`config.mk`:
```
export PLATFORM = sky130hd
export DESIGN_NAME = usbdev_link_top
export DESIGN_NICKNAME = d
export VERILOG_FILES = /design/src/usbdev_link_pkg.sv /design/src/usbdev_line_filter.sv /design/src/usbdev_line_cond.sv /design/src/usbdev_linkstate.sv /design/src/usbdev_link_evt_fifo.sv /design/src/usbdev_link_top.sv
export SDC_FILE = /design/constraint.sdc
export NUM_CORES = 1
export LEC_CHECK = 0
export BUFFER_PORTS_ARGS = -buffer_cell sky130_fd_sc_hd__buf_2
export CAP_MARGIN = 10
export CORE_AREA = 2 2 101 103
export CTS_CLUSTER_SIZE = 8
export DETAILED_ROUTE_END_ITERATION = 6
export DIE_AREA = 0 0 103 105
export PLACE_DENSITY = 0.63
export SLEW_MARGIN = 20
export SYNTH_ARGS = -nofsm -noshare
export SYNTH_HDL_FRONTEND = slang
export SYNTH_HIERARCHICAL = 1
export SYNTH_SLANG_ARGS = --single-unit
```
`constraint.sdc`:
```
create_clock -name clk_48mhz_i -period 8.86 [get_ports clk_48mhz_i]
set_input_delay 1.772 -clock clk_48mhz_i [delete_from_list [all_inputs] [get_ports clk_48mhz_i]]
set_output_delay 1.772 -clock clk_48mhz_i [all_outputs]
set_load 0.01 [all_outputs]
```
`src/usbdev_link_pkg.sv`:
```
// USB device link package
// Shared timing constants and the link state and event encodings
// for the full-speed link-state subsystem

package usbdev_link_pkg;

  // 48 MHz clock cycles in one microsecond
  localparam logic [5:0] TickDiv = 6'd48;
  // Samples that must agree before a filtered line changes
  localparam int unsigned FilterCycles = 6;
  // Suspend after 3 ms of idle bus
  localparam logic [11:0] SuspendTimeout = 12'd3000;
  // SE0 longer than this many microseconds is a bus reset
  localparam logic [2:0] ResetTimeout = 3'd3;
  // Frame period plus margin for host clock tolerance
  localparam logic [9:0] SofTimeout = 10'd1005;
  // Missed frames that mean the host has gone
  localparam logic [2:0] HostLostCount = 3'd4;
  // Event queue entries
  localparam int unsigned EvtDepth = 4;

  // Link state, values shared with the register view
  typedef enum logic [2:0] {
    LinkDisconnected     = 3'd0,
    LinkPowered          = 3'd1,
    LinkPoweredSuspended = 3'd2,
    LinkActive           = 3'd3,
    LinkSuspended        = 3'd4,
    LinkActiveNoSOF      = 3'd5,
    LinkResuming         = 3'd6
  } link_state_e;

  // Link events queued for software
  typedef enum logic [2:0] {
    EvtConnect, EvtDisconnect, EvtBusReset, EvtSuspend, EvtResume, EvtHostLost
  } link_evt_e;

endpackage

```
`src/usbdev_line_filter.sv`:
```
// Line stability filter
// Passes a change of its input only once it has been stable
// for Cycles consecutive clock samples

module usbdev_line_filter import usbdev_link_pkg::*; #(
  // At least two samples
  parameter int unsigned Cycles = FilterCycles
) (
  input  logic clk_48mhz_i,
  input  logic rst_ni,
  input  logic filter_i,
  output logic filter_o
);

  // Recent input samples, newest in bit 0
  logic [Cycles-1:0] hist_q;

  always_ff @(posedge clk_48mhz_i or negedge rst_ni) begin
    if (!rst_ni) begin
      hist_q   <= '0;
      filter_o <= 1'b0;
    end else begin
      hist_q <= {hist_q[Cycles-2:0], filter_i};
      // Follow the input only when the whole history agrees
      if (&hist_q) begin
        filter_o <= 1'b1;
      end else if (~|hist_q) begin
        filter_o <= 1'b0;
      end
    end
  end

endmodule

```
`src/usbdev_line_cond.sv`:
```
// USB line conditioning
// Makes the microsecond tick and filtered SE0 and VBUS sense levels
// for the link state machine

module usbdev_line_cond import usbdev_link_pkg::*; (
  input  logic clk_48mhz_i,
  input  logic rst_ni,
  input  logic usb_dp_i,
  input  logic usb_dn_i,
  input  logic usb_oe_i,
  input  logic usb_sense_i,
  output logic us_tick_o,
  output logic see_se0_o,
  output logic see_pwr_sense_o
);

  logic [5:0] tick_cnt_q;
  logic       line_se0_raw;

  // Modulo TickDiv counter, tick registered at the wrap
  always_ff @(posedge clk_48mhz_i or negedge rst_ni) begin
    if (!rst_ni) begin
      tick_cnt_q <= '0;
      us_tick_o  <= 1'b0;
    end else begin
      us_tick_o <= (tick_cnt_q == TickDiv - 6'd1);
      if (tick_cnt_q == TickDiv - 6'd1) begin
        tick_cnt_q <= '0;
      end else begin
        tick_cnt_q <= tick_cnt_q + 6'd1;
      end
    end
  end

  // SE0 only counts while we are not driving the pins ourselves
  assign line_se0_raw = !usb_dp_i && !usb_dn_i && !usb_oe_i;

  usbdev_line_filter #(.Cycles(FilterCycles)) u_filter_se0 (
    .clk_48mhz_i (clk_48mhz_i),
    .rst_ni      (rst_ni),
    .filter_i    (line_se0_raw),
    .filter_o    (see_se0_o)
  );

  usbdev_line_filter #(.Cycles(FilterCycles)) u_filter_sense (
    .clk_48mhz_i (clk_48mhz_i),
    .rst_ni      (rst_ni),
    .filter_i    (usb_sense_i),
    .filter_o    (see_pwr_sense_o)
  );

  // Tick is a single-cycle pulse
  a_tick_pulse: assert property (@(posedge clk_48mhz_i) disable iff (!rst_ni)
    us_tick_o |=> !us_tick_o);

endmodule

```
`src/usbdev_linkstate.sv`:
```
// USB link state tracking
// Follows attach, bus reset, suspend and resume from the conditioned
// line signals, watches for missing SOFs, and encodes state changes
// into single events for the event queue

module usbdev_linkstate import usbdev_link_pkg::*; (
  input  logic        clk_48mhz_i,
  input  logic        rst_ni,
  input  logic        us_tick_i,
  input  logic        see_se0_i,
  input  logic        see_pwr_sense_i,
  input  logic        usb_pullup_en_i,
  input  logic        rx_idle_det_i,
  input  logic        rx_j_det_i,
  input  logic        sof_detected_i,
  input  logic        resume_link_active_i,
  output logic        link_disconnect_o,
  output logic        link_powered_o,
  output logic        link_reset_o,
  output logic        link_active_o,
  output logic        link_suspend_o,
  output logic        link_resume_o,
  output logic        host_lost_o,
  output logic        sof_missed_o,
  output link_state_e link_state_o,
  output logic        evt_push_o,
  output link_evt_e   evt_code_o
);

  typedef enum logic [1:0] {NoRst, RstCnt, RstPend} rst_state_e;
  typedef enum logic [1:0] {Active, InactCnt, InactPend} inac_state_e;

  link_state_e link_state_d, link_state_q;
  rst_state_e  rst_state_d, rst_state_q;
  logic [2:0]  rst_timer_d, rst_timer_q;
  inac_state_e inac_state_d, inac_state_q;
  logic [11:0] inac_timer_d, inac_timer_q;
  logic        ev_reset, ev_bus_active, ev_bus_inactive, monitor_inac;
  logic [9:0]  sof_timer_q;
  logic [2:0]  missed_sof_q;
  logic        host_lost_q;
  logic        enter_disc, enter_pwr, enter_susp;

  // Levels straight from the registered state
  assign link_disconnect_o = (link_state_q == LinkDisconnected);
  assign link_powered_o    = see_pwr_sense_i;
  assign link_active_o     = (link_state_q == LinkActive) || (link_state_q == LinkActiveNoSOF);
  assign link_suspend_o    = (link_state_q == LinkSuspended) ||
                             (link_state_q == LinkPoweredSuspended);
  assign link_state_o      = link_state_q;

  assign ev_bus_active = !rx_idle_det_i;
  // Only watch for idle while attached and not already suspended
  assign monitor_inac  = see_pwr_sense_i && ((link_state_q == LinkPowered) || link_active_o);

  ////////////////////////////////////////////////////////////////////////////
  // Main link FSM
  always_comb begin
    link_state_d  = link_state_q;
    link_resume_o = 1'b0;
    // Losing VBUS or the pull-up always means disconnected
    if (!see_pwr_sense_i || !usb_pullup_en_i) begin
      link_state_d = LinkDisconnected;
    end else begin
      unique case (link_state_q)
        LinkDisconnected: link_state_d = LinkPowered;
        LinkPowered: begin
          if (ev_reset) begin
            link_state_d = LinkActiveNoSOF;
          end else if (resume_link_active_i) begin
            // Software asks to resume after a power-down
            link_state_d = LinkResuming;
          end else if (ev_bus_inactive) begin
            link_state_d = LinkPoweredSuspended;
          end
        end
        LinkPoweredSuspended: begin
          if (ev_reset) begin
            link_state_d = LinkActiveNoSOF;
          end else if (ev_bus_active) begin
            link_resume_o = 1'b1;
            link_state_d  = LinkPowered;
          end
        end
        // Wait out resume signaling, ends on any J or a bus reset
        LinkResuming: begin
          if (rx_j_det_i || ev_reset) begin
            link_resume_o = 1'b1;
            link_state_d  = LinkActiveNoSOF;
          end
        end
        LinkActiveNoSOF: begin
          if (ev_bus_inactive) begin
            link_state_d = LinkSuspended;
          end else if (sof_detected_i) begin
            link_state_d = LinkActive;
          end
        end
        LinkActive: begin
          if (ev_bus_inactive) begin
            link_state_d = LinkSuspended;
          end else if (ev_reset) begin
            link_state_d = LinkActiveNoSOF;
          end
        end
        LinkSuspended: begin
          if (ev_reset) begin
            link_resume_o = 1'b1;
            link_state_d  = LinkActiveNoSOF;
          end else if (ev_bus_active) begin
            link_state_d = LinkResuming;
          end
        end
        default: link_state_d = LinkDisconnected;
      endcase
    end
  end

  ////////////////////////////////////////////////////////////////////////////
  // Bus reset detector
  // Counts SE0 ticks, holds the reset level until SE0 ends
  always_comb begin
    rst_state_d  = rst_state_q;
    rst_timer_d  = rst_timer_q;
    ev_reset     = 1'b0;
    link_reset_o = 1'b0;
    unique case (rst_state_q)
      NoRst: begin
        if (see_se0_i) begin
          rst_state_d = RstCnt;
          rst_timer_d = '0;
        end
      end
      RstCnt: begin
        if (!see_se0_i) begin
          rst_state_d = NoRst;
        end else if (us_tick_i) begin
          if (rst_timer_q == ResetTimeout) begin
            rst_state_d = RstPend;
          end else begin
            rst_timer_d = rst_timer_q + 3'd1;
          end
        end
      end
      RstPend: begin
        link_reset_o = 1'b1;
        // Event fires on the falling edge of SE0
        if (!see_se0_i) begin
          rst_state_d = NoRst;
          ev_reset    = 1'b1;
        end
      end
      default: rst_state_d = NoRst;
    endcase
  end

  ////////////////////////////////////////////////////////////////////////////
  // Inactivity detector, one ev_bus_inactive per idle stretch
  always_comb begin
    inac_state_d    = inac_state_q;
    inac_timer_d    = inac_timer_q;
    ev_bus_inactive = 1'b0;
    unique case (inac_state_q)
      Active: begin
        inac_timer_d = '0;
        if (!ev_bus_active && monitor_inac) begin
          inac_state_d = InactCnt;
        end
      end
      InactCnt: begin
        if (ev_bus_active || !monitor_inac) begin
          inac_state_d = Active;
        end else if (us_tick_i) begin
          if (inac_timer_q == SuspendTimeout) begin
            inac_state_d    = InactPend;
            ev_bus_inactive = 1'b1;
          end else begin
            inac_timer_d = inac_timer_q + 12'd1;
          end
        end
      end
      InactPend: if (ev_bus_active || !monitor_inac) inac_state_d = Active;
      default: inac_state_d = Active;
    endcase
  end

  // SOF watchdog and missed frame count
  assign sof_missed_o = (sof_timer_q == SofTimeout);
  assign host_lost_o  = (missed_sof_q == HostLostCount);

  always_ff @(posedge clk_48mhz_i or negedge rst_ni) begin
    if (!rst_ni) begin
      link_state_q <= LinkDisconnected;
      rst_state_q  <= NoRst;
      rst_timer_q  <= '0;
      inac_state_q <= Active;
      inac_timer_q <= '0;
      sof_timer_q  <= '0;
      missed_sof_q <= '0;
      host_lost_q  <= 1'b0;
    end else begin
      link_state_q <= link_state_d;
      rst_state_q  <= rst_state_d;
      rst_timer_q  <= rst_timer_d;
      inac_state_q <= inac_state_d;
      inac_timer_q <= inac_timer_d;
      host_lost_q  <= host_lost_o;
      if (sof_missed_o || sof_detected_i || !link_active_o || link_reset_o) begin
        sof_timer_q <= '0;
      end else if (us_tick_i) begin
        sof_timer_q <= sof_timer_q + 10'd1;
      end
      // Counter saturates once the host is declared lost
      if (sof_detected_i || !link_active_o || link_reset_o) begin
        missed_sof_q <= '0;
      end else if (sof_missed_o && !host_lost_o) begin
        missed_sof_q <= missed_sof_q + 3'd1;
      end
    end
  end

  ////////////////////////////////////////////////////////////////////////////
  // Event encoding, one event per cycle in priority order
  assign enter_disc = (link_state_q != LinkDisconnected) && (link_state_d == LinkDisconnected);
  assign enter_pwr  = (link_state_q == LinkDisconnected) && (link_state_d == LinkPowered);
  assign enter_susp = (link_state_q != link_state_d) &&
                      ((link_state_d == LinkSuspended) || (link_state_d == LinkPoweredSuspended));

  always_comb begin
    evt_push_o = 1'b1;
    evt_code_o = EvtConnect;
    if (enter_disc) begin
      evt_code_o = EvtDisconnect;
    end else if (ev_reset) begin
      evt_code_o = EvtBusReset;
    end else if (link_resume_o) begin
      evt_code_o = EvtResume;
    end else if (enter_susp) begin
      evt_code_o = EvtSuspend;
    end else if (enter_pwr) begin
      evt_code_o = EvtConnect;
    end else if (host_lost_o && !host_lost_q) begin
      evt_code_o = EvtHostLost;
    end else begin
      evt_push_o = 1'b0;
    end
  end

  a_state_legal: assert property (@(posedge clk_48mhz_i) disable iff (!rst_ni)
    link_state_q inside {LinkDisconnected, LinkPowered, LinkPoweredSuspended,
      LinkActive, LinkSuspended, LinkActiveNoSOF, LinkResuming} &&
    rst_state_q inside {NoRst, RstCnt, RstPend} &&
    inac_state_q inside {Active, InactCnt, InactPend});
  // Nothing reaches the queue while the block is held in reset
  a_no_push_in_reset: assert property (@(posedge clk_48mhz_i) !rst_ni |-> !evt_push_o);
  a_resume_pulse: assert property (@(posedge clk_48mhz_i) disable iff (!rst_ni)
    link_resume_o |=> !link_resume_o);

endmodule

```
`src/usbdev_link_evt_fifo.sv`:
```
// Link event queue
// Small circular buffer of link event codes read by software,
// drops pushes when full and keeps a sticky overflow flag

module usbdev_link_evt_fifo import usbdev_link_pkg::*; (
  input  logic      clk_48mhz_i,
  input  logic      rst_ni,
  input  logic      push_i,
  input  link_evt_e code_i,
  input  logic      pop_i,
  output link_evt_e code_o,
  output logic      empty_o,
  output logic      overflow_o
);

  link_evt_e                     mem_q [EvtDepth];
  logic [$clog2(EvtDepth)-1:0]   wr_ptr_q, rd_ptr_q;
  logic [$clog2(EvtDepth):0]     count_q;
  logic                          full, do_pop, do_push;

  assign empty_o = (count_q == '0);
  assign full    = (count_q == EvtDepth);
  // Pop on empty is ignored
  assign do_pop  = pop_i && !empty_o;
  // A pop in the same cycle frees a slot
  assign do_push = push_i && (!full || do_pop);
  assign code_o  = mem_q[rd_ptr_q];

  // Storage
  always_ff @(posedge clk_48mhz_i) begin
    if (do_push) begin
      mem_q[wr_ptr_q] <= code_i;
    end
  end

  always_ff @(posedge clk_48mhz_i or negedge rst_ni) begin
    if (!rst_ni) begin
      wr_ptr_q   <= '0;
      rd_ptr_q   <= '0;
      count_q    <= '0;
      overflow_o <= 1'b0;
    end else begin
      // Pointers wrap at the power-of-two depth
      if (do_push) wr_ptr_q <= wr_ptr_q + 1'b1;
      if (do_pop) rd_ptr_q <= rd_ptr_q + 1'b1;
      if (do_push && !do_pop) begin
        count_q <= count_q + 1'b1;
      end else if (do_pop && !do_push) begin
        count_q <= count_q - 1'b1;
      end
      if (push_i && !do_push) overflow_o <= 1'b1;
    end
  end

  a_count_bound: assert property (@(posedge clk_48mhz_i) disable iff (!rst_ni)
    count_q <= EvtDepth);

endmodule

```
`src/usbdev_link_top.sv`:
```
// USB link-state subsystem top
// Line conditioning feeds the link state machine, whose events
// are buffered in a small queue for software

module usbdev_link_top import usbdev_link_pkg::*; (
  input  logic      clk_48mhz_i,
  input  logic      rst_ni,
  input  logic      usb_dp_i,
  input  logic      usb_dn_i,
  input  logic      usb_oe_i,
  input  logic      usb_sense_i,
  input  logic      usb_pullup_en_i,
  input  logic      rx_idle_det_i,
  input  logic      rx_j_det_i,
  input  logic      sof_detected_i,
  input  logic      resume_link_active_i,
  input  logic      evt_pop_i,
  output logic      link_disconnect_o,
  output logic      link_powered_o,
  output logic      link_reset_o,
  output logic      link_active_o,
  output logic      link_suspend_o,
  output logic      link_resume_o,
  output logic      host_lost_o,
  output logic      sof_missed_o,
  output link_state_e link_state_o,
  output link_evt_e evt_code_o,
  output logic      evt_empty_o,
  output logic      evt_overflow_o
);

  logic      us_tick, see_se0, see_pwr_sense, evt_push;
  link_evt_e evt_code;

  usbdev_line_cond u_line_cond (
    .clk_48mhz_i, .rst_ni, .usb_dp_i, .usb_dn_i, .usb_oe_i, .usb_sense_i,
    .us_tick_o       (us_tick),
    .see_se0_o       (see_se0),
    .see_pwr_sense_o (see_pwr_sense)
  );

  usbdev_linkstate u_linkstate (
    .clk_48mhz_i, .rst_ni,
    .us_tick_i       (us_tick),
    .see_se0_i       (see_se0),
    .see_pwr_sense_i (see_pwr_sense),
    .usb_pullup_en_i, .rx_idle_det_i, .rx_j_det_i, .sof_detected_i, .resume_link_active_i,
    .link_disconnect_o, .link_powered_o, .link_reset_o, .link_active_o, .link_suspend_o,
    .link_resume_o, .host_lost_o, .sof_missed_o, .link_state_o,
    .evt_push_o      (evt_push),
    .evt_code_o      (evt_code)
  );

  // Reader side belongs to the register block
  usbdev_link_evt_fifo u_evt_fifo (
    .clk_48mhz_i, .rst_ni,
    .push_i     (evt_push),
    .code_i     (evt_code),
    .pop_i      (evt_pop_i),
    .code_o     (evt_code_o),
    .empty_o    (evt_empty_o),
    .overflow_o (evt_overflow_o)
  );

endmodule

```
## Word level (Yosys, flattened, before mapping)

Memories as Yosys holds them, arrays and structs flattened.
Index checks and enable logic that the tools add are counted.

- Register bits after elaboration: 65
- Memory bits (writable): 12
- Input port bits: 12
- Output and inout port bits: 16
- Logic and storage cells: 197
- Memories: 1

- Add/subtract/negate cells: 9
- Eq/ne operators: 36
- Multiplexer cells: 73
- Reductions and logical operators: 60

Memory list:

| name | words | width | read ports | clocked after memory_dff | wr ports | RTL line | source |
|---|---|---|---|---|---|---|---|
| u_evt_fifo.mem_q | 4 | 3 | 1 | 0 | 1 | usbdev_link_evt_fifo.sv:16 | `link_evt_e mem_q [EvtDepth];` |

Operators by type and width:

| operator | count |
|---|---|
| $mux W3 | 27 |
| $mux W12 | 3 |
| $mux W1 | 24 |
| $pmux W12 S2 | 1 |
| $pmux W3 S7 | 1 |
| $mux W10 | 2 |
| $mux W2 | 10 |
| $ne A2 B2 Y1 const B | 10 |
| $eq A3 B3 Y1 const B | 6 |
| $logic_and A1 B1 Y1 | 14 |
| $logic_not A1 Y1 | 14 |
| $logic_or A1 B1 Y1 | 13 |
| $add A12 B1 Y12 const B | 1 |
| $eq A12 B12 Y1 const B | 1 |
| $eq A3 B2 Y1 const B | 4 |
| $pmux W2 S3 | 2 |
| $reduce_and A4 Y1 | 3 |
| $reduce_and A6 Y1 | 2 |
| $reduce_or A6 Y1 | 2 |
| $add A10 B1 Y10 const B | 1 |
| $eq A10 B10 Y1 const B | 1 |
| $reduce_bool A2 Y1 | 5 |
| $add A3 B1 Y3 const B | 3 |
| $logic_not A3 Y1 | 3 |
| 18 further kinds | 25 |

## Depth between registers and ports, before layout

- Depth in word-level cells: 25
- Mapped depth: 17
- Mapped depth without buffers: 16

## Hierarchy

The synthesis kept the hierarchy.

By module, submodules not included:

| module | instances | cells an instance | area each (µm²) | seq. area each (µm²) |
|---|---|---|---|---|
| usbdev_linkstate | 1 | 246 | 2,165.8 | 900.9 |
| usbdev_link_evt_fifo | 1 | 53 | 903.4 | 560.5 |
| usbdev_line_filter | 2 | 12 | 207.7 | 175.2 |
| usbdev_line_cond | 1 | 24 | 289.0 | 175.2 |

## Least setup slack after synthesis

OpenSTA, ideal clock, no wires.

- Kind: input port to flip-flop
- From: input port rx_idle_det_i
- To: register u_evt_fifo.count_q[2]
- Library setup time: 0.079 ns
- Arrival time: 4.741 ns
- Required time: 8.781 ns
- Path slack: 4.040 ns
- Cell stages on the path: 15
- Path buffers: 1
- Path through: inv_1 or4b_4 or3b_4 a31o_1 a31oi_2 and3b_1 a21oi_1 nor2b_1 buf_6 ha_1 inv_1 fa_1 xor2_1 nor2_1 xor2_1

- Cells in the longest elaborated chain, start to end: 20
- Elaborated cells on any way between the ends: 39
- Those cells by class: eq/ne (4); mux (23); reduce/logical (12)

RTL lines:

| element | RTL line | source |
|---|---|---|
| start: declaration | usbdev_link_top.sv:13 | `input logic rx_idle_det_i,` |
| $logic_not A1 Y1 | usbdev_linkstate.sv:52 | `assign ev_bus_active = !rx_idle_det_i;` |
| $logic_or A1 B1 Y1 | usbdev_linkstate.sv:171 | `if (ev_bus_active \|\| !monitor_inac) begin` |
| $mux W1 | usbdev_linkstate.sv:171 |  |
| $mux W1 | usbdev_linkstate.sv:163 | `unique case (inac_state_q)` |
| $mux W3 | usbdev_linkstate.sv:73 | `end else if (ev_bus_inactive) begin` |
| $mux W3 | usbdev_linkstate.sv:70 | `end else if (resume_link_active_i) begin` |
| $mux W3 | usbdev_linkstate.sv:68 | `if (ev_reset) begin` |
| $pmux W3 S7 | usbdev_linkstate.sv:65 | `unique case (link_state_q)` |
| (+6 left out) | n/a |  |
| $mux W1 | usbdev_linkstate.sv:234 | `end else if (ev_reset) begin` |
| $mux W1 (*) | usbdev_linkstate.sv:232 | `if (enter_disc) begin` |
| net evt_push | usbdev_link_top.sv:32 | `logic us_tick, see_se0, see_pwr_sense, evt_push;` |
| $logic_and A1 B1 Y1 (*) | usbdev_link_evt_fifo.sv:26 | `assign do_push = push_i && (!full \|\| do_pop);` |
| net u_evt_fifo.do_push | usbdev_link_evt_fifo.sv:19 | `logic full, do_pop, do_push;` |
| $logic_not A1 Y1 | usbdev_link_evt_fifo.sv:48 | `end else if (do_pop && !do_push) begin` |
| $logic_and A1 B1 Y1 | usbdev_link_evt_fifo.sv:48 |  |
| $reduce_bool A2 Y1 (no line) | n/a |  |
| end signal: assignment | usbdev_link_evt_fifo.sv:47 | `count_q <= count_q + 1'b1;` |
| end signal: assignment | usbdev_link_evt_fifo.sv:49 | `count_q <= count_q - 1'b1;` |
| end: declaration | usbdev_link_evt_fifo.sv:18 | `logic [$clog2(EvtDepth):0] count_q;` |

Mark *: on every way through the listed nets, which the timed path passes. The rest lies on a longest branch.
A chain may end at the register's enable or synchronous reset.

## Worst setup path after layout

- From: input port rx_idle_det_i
- To: register u_evt_fifo.count_q[2]

- Cells in the longest elaborated chain, start to end: 20
- Elaborated cells on any way between the ends: 39
- Those cells by class: eq/ne (4); mux (23); reduce/logical (12)

RTL lines:

| element | RTL line | source |
|---|---|---|
| $logic_not A1 Y1 | usbdev_linkstate.sv:52 |  |
| $logic_or A1 B1 Y1 | usbdev_linkstate.sv:171 |  |
| $mux W1 | usbdev_linkstate.sv:171 |  |
| $mux W1 | usbdev_linkstate.sv:163 |  |
| $mux W3 | usbdev_linkstate.sv:73 |  |
| $mux W3 | usbdev_linkstate.sv:70 |  |
| $mux W3 | usbdev_linkstate.sv:68 |  |
| $pmux W3 S7 | usbdev_linkstate.sv:65 |  |
| (+5 left out) | n/a |  |
| $mux W1 | usbdev_linkstate.sv:236 | `end else if (link_resume_o) begin` |
| $mux W1 | usbdev_linkstate.sv:234 |  |
| $mux W1 (*) | usbdev_linkstate.sv:232 |  |
| net evt_push | usbdev_link_top.sv:32 |  |
| $logic_and A1 B1 Y1 (*) | usbdev_link_evt_fifo.sv:26 |  |
| $logic_not A1 Y1 | usbdev_link_evt_fifo.sv:48 |  |
| $logic_and A1 B1 Y1 | usbdev_link_evt_fifo.sv:48 |  |
| $reduce_bool A2 Y1 (no line) | n/a |  |

Marked as above.

==> flow_summary.toml <==
[clock_network]
clk_path_buf_depth = 2
numCtsBuffers = 9
cts.sink_count = 77
clkTransAtPathRegs_ns = 0.08
post-cts-setup-buffers = 0
cts_repair_resize_count = 0
cts.hold.buffers_added = 0
htreeDepth = 3
worstSkewPairLatency_ns = 0.35
cts_tree = "yes"
root_buffer = "sky130_fd_sc_hd__clkbuf_8"

[grt]
grt_use_total = 0.142
grt_pass1_vias = 2564
grt_max_degree = 66
grt_first_pass_wirelength_um = 12100
antenna_found_initial = 0
gr-total-overflow = 0

[die]
core_area_mm2 = 0.00964
floorplan.die_area_mm2 = 0.0108
starting_utilization_of_the_core_area = 0.391
num_io_pins = 28
floorplan.die.height_um = 105
die_width_um = 103
fp-row-count = 36

[routing]
vias_per_instance = 5.08
detailroute.via_count = 2596
postRouteWirelength_um = 6930
routed_wire_length_per_instance_um = 13.6
drtPass1Iterations = 5
drt_first_iter_violations = 105
drt.antenna.violating_nets = 0
detail_route.drc_violations = 0

[run_status]
outcome = "complete, no violations"

[synthesis]
synthesis.area_per_instance_um2 = 10.9
seq_area_frac_synth = 0.527
synth_top_area_frac = 0.431
synth_seq_cells = 77
yosysTopAreaCell = "sky130_fd_sc_hd__dfrtp_1"
synth-warning-count = 6
synthesis.instances = 347
synth_nets = 374
ys.flop_type = "sky130_fd_sc_hd__dfrtp_1"
synthMostInstantiatedCell = "sky130_fd_sc_hd__dfrtp_1"
post_synth_instance_area_mm2 = 0.00377
synth_commonest_cells = "65 x sky130_fd_sc_hd__dfrtp_1, 43 x sky130_fd_sc_hd__nor2_1, 23 x sky130_fd_sc_hd__nand3_1"
yosysUniqueCellTypes = 58
synthArstFlopShare = 0.844
post_synth_main_area_contributors = "sky130_fd_sc_hd__dfrtp_1 43%, sky130_fd_sc_hd__edfxtp_1 9.5%, sky130_fd_sc_hd__ha_1 4.6%, sky130_fd_sc_hd__xor2_1 4.4%, sky130_fd_sc_hd__nor2_1 4.3%"
synth_enable_flop_cells = 12

[power_and_ir_drop]
finalPower_mw = 0.939
worst_ir_drop_vdd_mv = 0.0986
power_density_mw_per_mm2 = 222
total_leakage_power_nw = 1.83

[final_layout]
flow.area_growth_from_synthesis_pct = 11.8
post-route-cell-area_mm2 = 0.00422
layout-drive-gt1-share = 0.161
utilization_of_the_core_after_routing = 0.438
n_antenna_cell = 0
final_nets = 400

[worst_setup_path]
cp-endpoint = "u_evt_fifo/count_q[2]"
crit-reg2reg-launch = "u_linkstate/link_state_o[0]"
rr_endpoint = "u_evt_fifo/count_q[2]"
setup.worst_path.start = "rx_idle_det_i"
critPathLaunchType = "primary input"
reg2reg_slack_ns = 4.55
r2r.worst_path.cells = 14
critical_path_data_required_time_ns = 9.13
critPathCaptureType = "register"
crit_fanout = 7
criticalPathCategory = "in2reg"
critPathArrivalTime_ns = 5.33

[run]
maxCapViolCount = 0

[timing]
worst-slew-pin-transition_ns = 0.946
fin_tns_setup_ns = 0
timing.final.crit_share = 0.571
period_needed_ns = 5.06
post_layout_worst_setup_margin_ns = 3.80
timing.slew.headroom = 0.367
rsz0062_at_grt = "false"
final_hold_viols = 0
worst_clk_skew_ns = 0.00522
setup-violations-final = 0
clock.fmax_ghz = 0.198
pins_over_their_slew_limit = 0

[placement]
dp_slack_ns = 3.46
hpwl_detailed_um = 4890
port-buffer-count = 27
placed_cell_area_mm2 = 0.00401
place.gp.congestion = 0.785

[min_path]
worst_hold_path_type = "reg2reg"
## sequential cells by signal, indices dropped and copies added (netlist names), 6 cells and up
register                           flops
u_line_cond/u_filter_sense/hist_q      6
u_evt_fifo/mem_q                      12
u_linkstate/sof_timer_q               10
u_line_cond/tick_cnt_q                 6
u_line_cond/u_filter_se0/hist_q        6
u_linkstate/inac_timer_q              12
## worst max-delay path, stage by stage
cell and delay, ns:
sky130_fd_sc_hd__buf_2 0.11, sky130_fd_sc_hd__inv_1 0.07, sky130_fd_sc_hd__or4b_4 0.52, sky130_fd_sc_hd__or3b_4 0.44, sky130_fd_sc_hd__a31o_1 0.24, sky130_fd_sc_hd__a31oi_2 0.23
sky130_fd_sc_hd__and3b_1 0.23, sky130_fd_sc_hd__a21oi_1 0.15, sky130_fd_sc_hd__nor2b_1 0.45, sky130_fd_sc_hd__ha_1 0.28, sky130_fd_sc_hd__inv_1 0.06, sky130_fd_sc_hd__fa_1 0.37
sky130_fd_sc_hd__xor2_1 0.15, sky130_fd_sc_hd__nor2_1 0.10, sky130_fd_sc_hd__xor2_1 0.14
## cell usage in the layout, fill, tap and decap left out, drive strengths merged, types with 2 or more instances in the layout
cell,netlist,layout
and2,6,6
dfrtp,65,65
xor2,19,19
nor3b,3,3
bufinv,0,2
nor2b,9,9
inv,15,15
clkinv,0,3
nor3,9,9
clkbuf,8,9
nand3,24,24
a31oi,3,3
or3b,2,2
nand4,6,6
and3,5,5
mux2,2,2
a31o,2,2
a21o,2,2
a211oi,4,4
mux4,3,3
xnor2,11,11
nor4,2,2
o21a,2,2
buf,5,28
o31ai,4,4
nor2,43,43
edfxtp,12,12
clkinvlp,0,2
o211ai,5,5
nand2,20,20
nor4b,3,3
nand2b,3,3
ha,14,14
o21ai,10,10
a21oi,10,10
nand3b,2,2
## logic make-up after synthesis
group | count (synthesis) | share of synthesized area
and+or+nand+nor | 143 | 0.203
DFF | 77 | 0.527
AOI/OAI and AO/OA | 49 | 0.0895
xor gates and xnor gates | 30 | 0.0696
buffers and inverters | 28 | 0.0351
adders and majority gates | 15 | 0.0517
muxes | 5 | 0.0249
## how the worst min path moves through the flow
| stage | to | startpoint | slack [ns] | depth (start not counted) |
|---|---|---|---|---|
| 6_report | u_line_cond/u_filter_sense/hist_q[5] | u_line_cond/u_filter_sense/hist_q[4] | 0.41 | 0 |
| 5_1_grt | u_line_cond/u_filter_sense/hist_q[5] | u_line_cond/u_filter_sense/hist_q[4] | 0.41 | 0 |
| 4_1_cts | u_line_cond/u_filter_sense/hist_q[5] | u_line_cond/u_filter_sense/hist_q[4] | 0.41 | 0 |
| 3_5_place_dp | u_line_cond/u_filter_se0/hist_q[1] | u_line_cond/u_filter_se0/hist_q[0] | 0.39 | 0 |
| 3_3_place_gp | u_line_cond/u_filter_sense/hist_q[5] | u_line_cond/u_filter_sense/hist_q[4] | 0.38 | 0 |
| 2_1_floorplan | u_line_cond/u_filter_se0/hist_q[1] | u_line_cond/u_filter_se0/hist_q[0] | 0.37 | 0 |
## metal layers
metal / routed length, µm / share of wire / track usage
met1: 3450 / 0.50 / 0.202
met2: 3110 / 0.45 / 0.207
met5: 0 / 0 / 0
met3: 235 / 0.034 / 0.0341
met4: 131 / 0.019 / 0.0592
## area by class of cell
type	instances	area (µm²)
Clock buffer	9	124
Clock inverter	7	90.1
Fill cell	955	5420
Inverter	15	56.3
Multi-Input combinational cell	242	1650
Sequential cell	77	1990
Tap cell	133	166
Timing Repair Buffer	28	143
## through the flow
stage | hold slack [ns] | std cells
after CTS | 0.406 | 511
after detailed placement | 0.386 | 495
after floorplan | 0.374 | 347
final | 0.408 | 511
after global placement | 0.381 | 495
after global routing | 0.414 | 511
## where the power goes
part | internal [mW] | total, mW | switching [mW]
registers | 0.404 | 0.451 | 0.0465
logic | 0.101 | 0.201 | 0.101
clock network | 0.157 | 0.287 | 0.130
total | 0.662 | 0.939 | 0.277
Note: power is estimated with default switching activity, not from simulation.
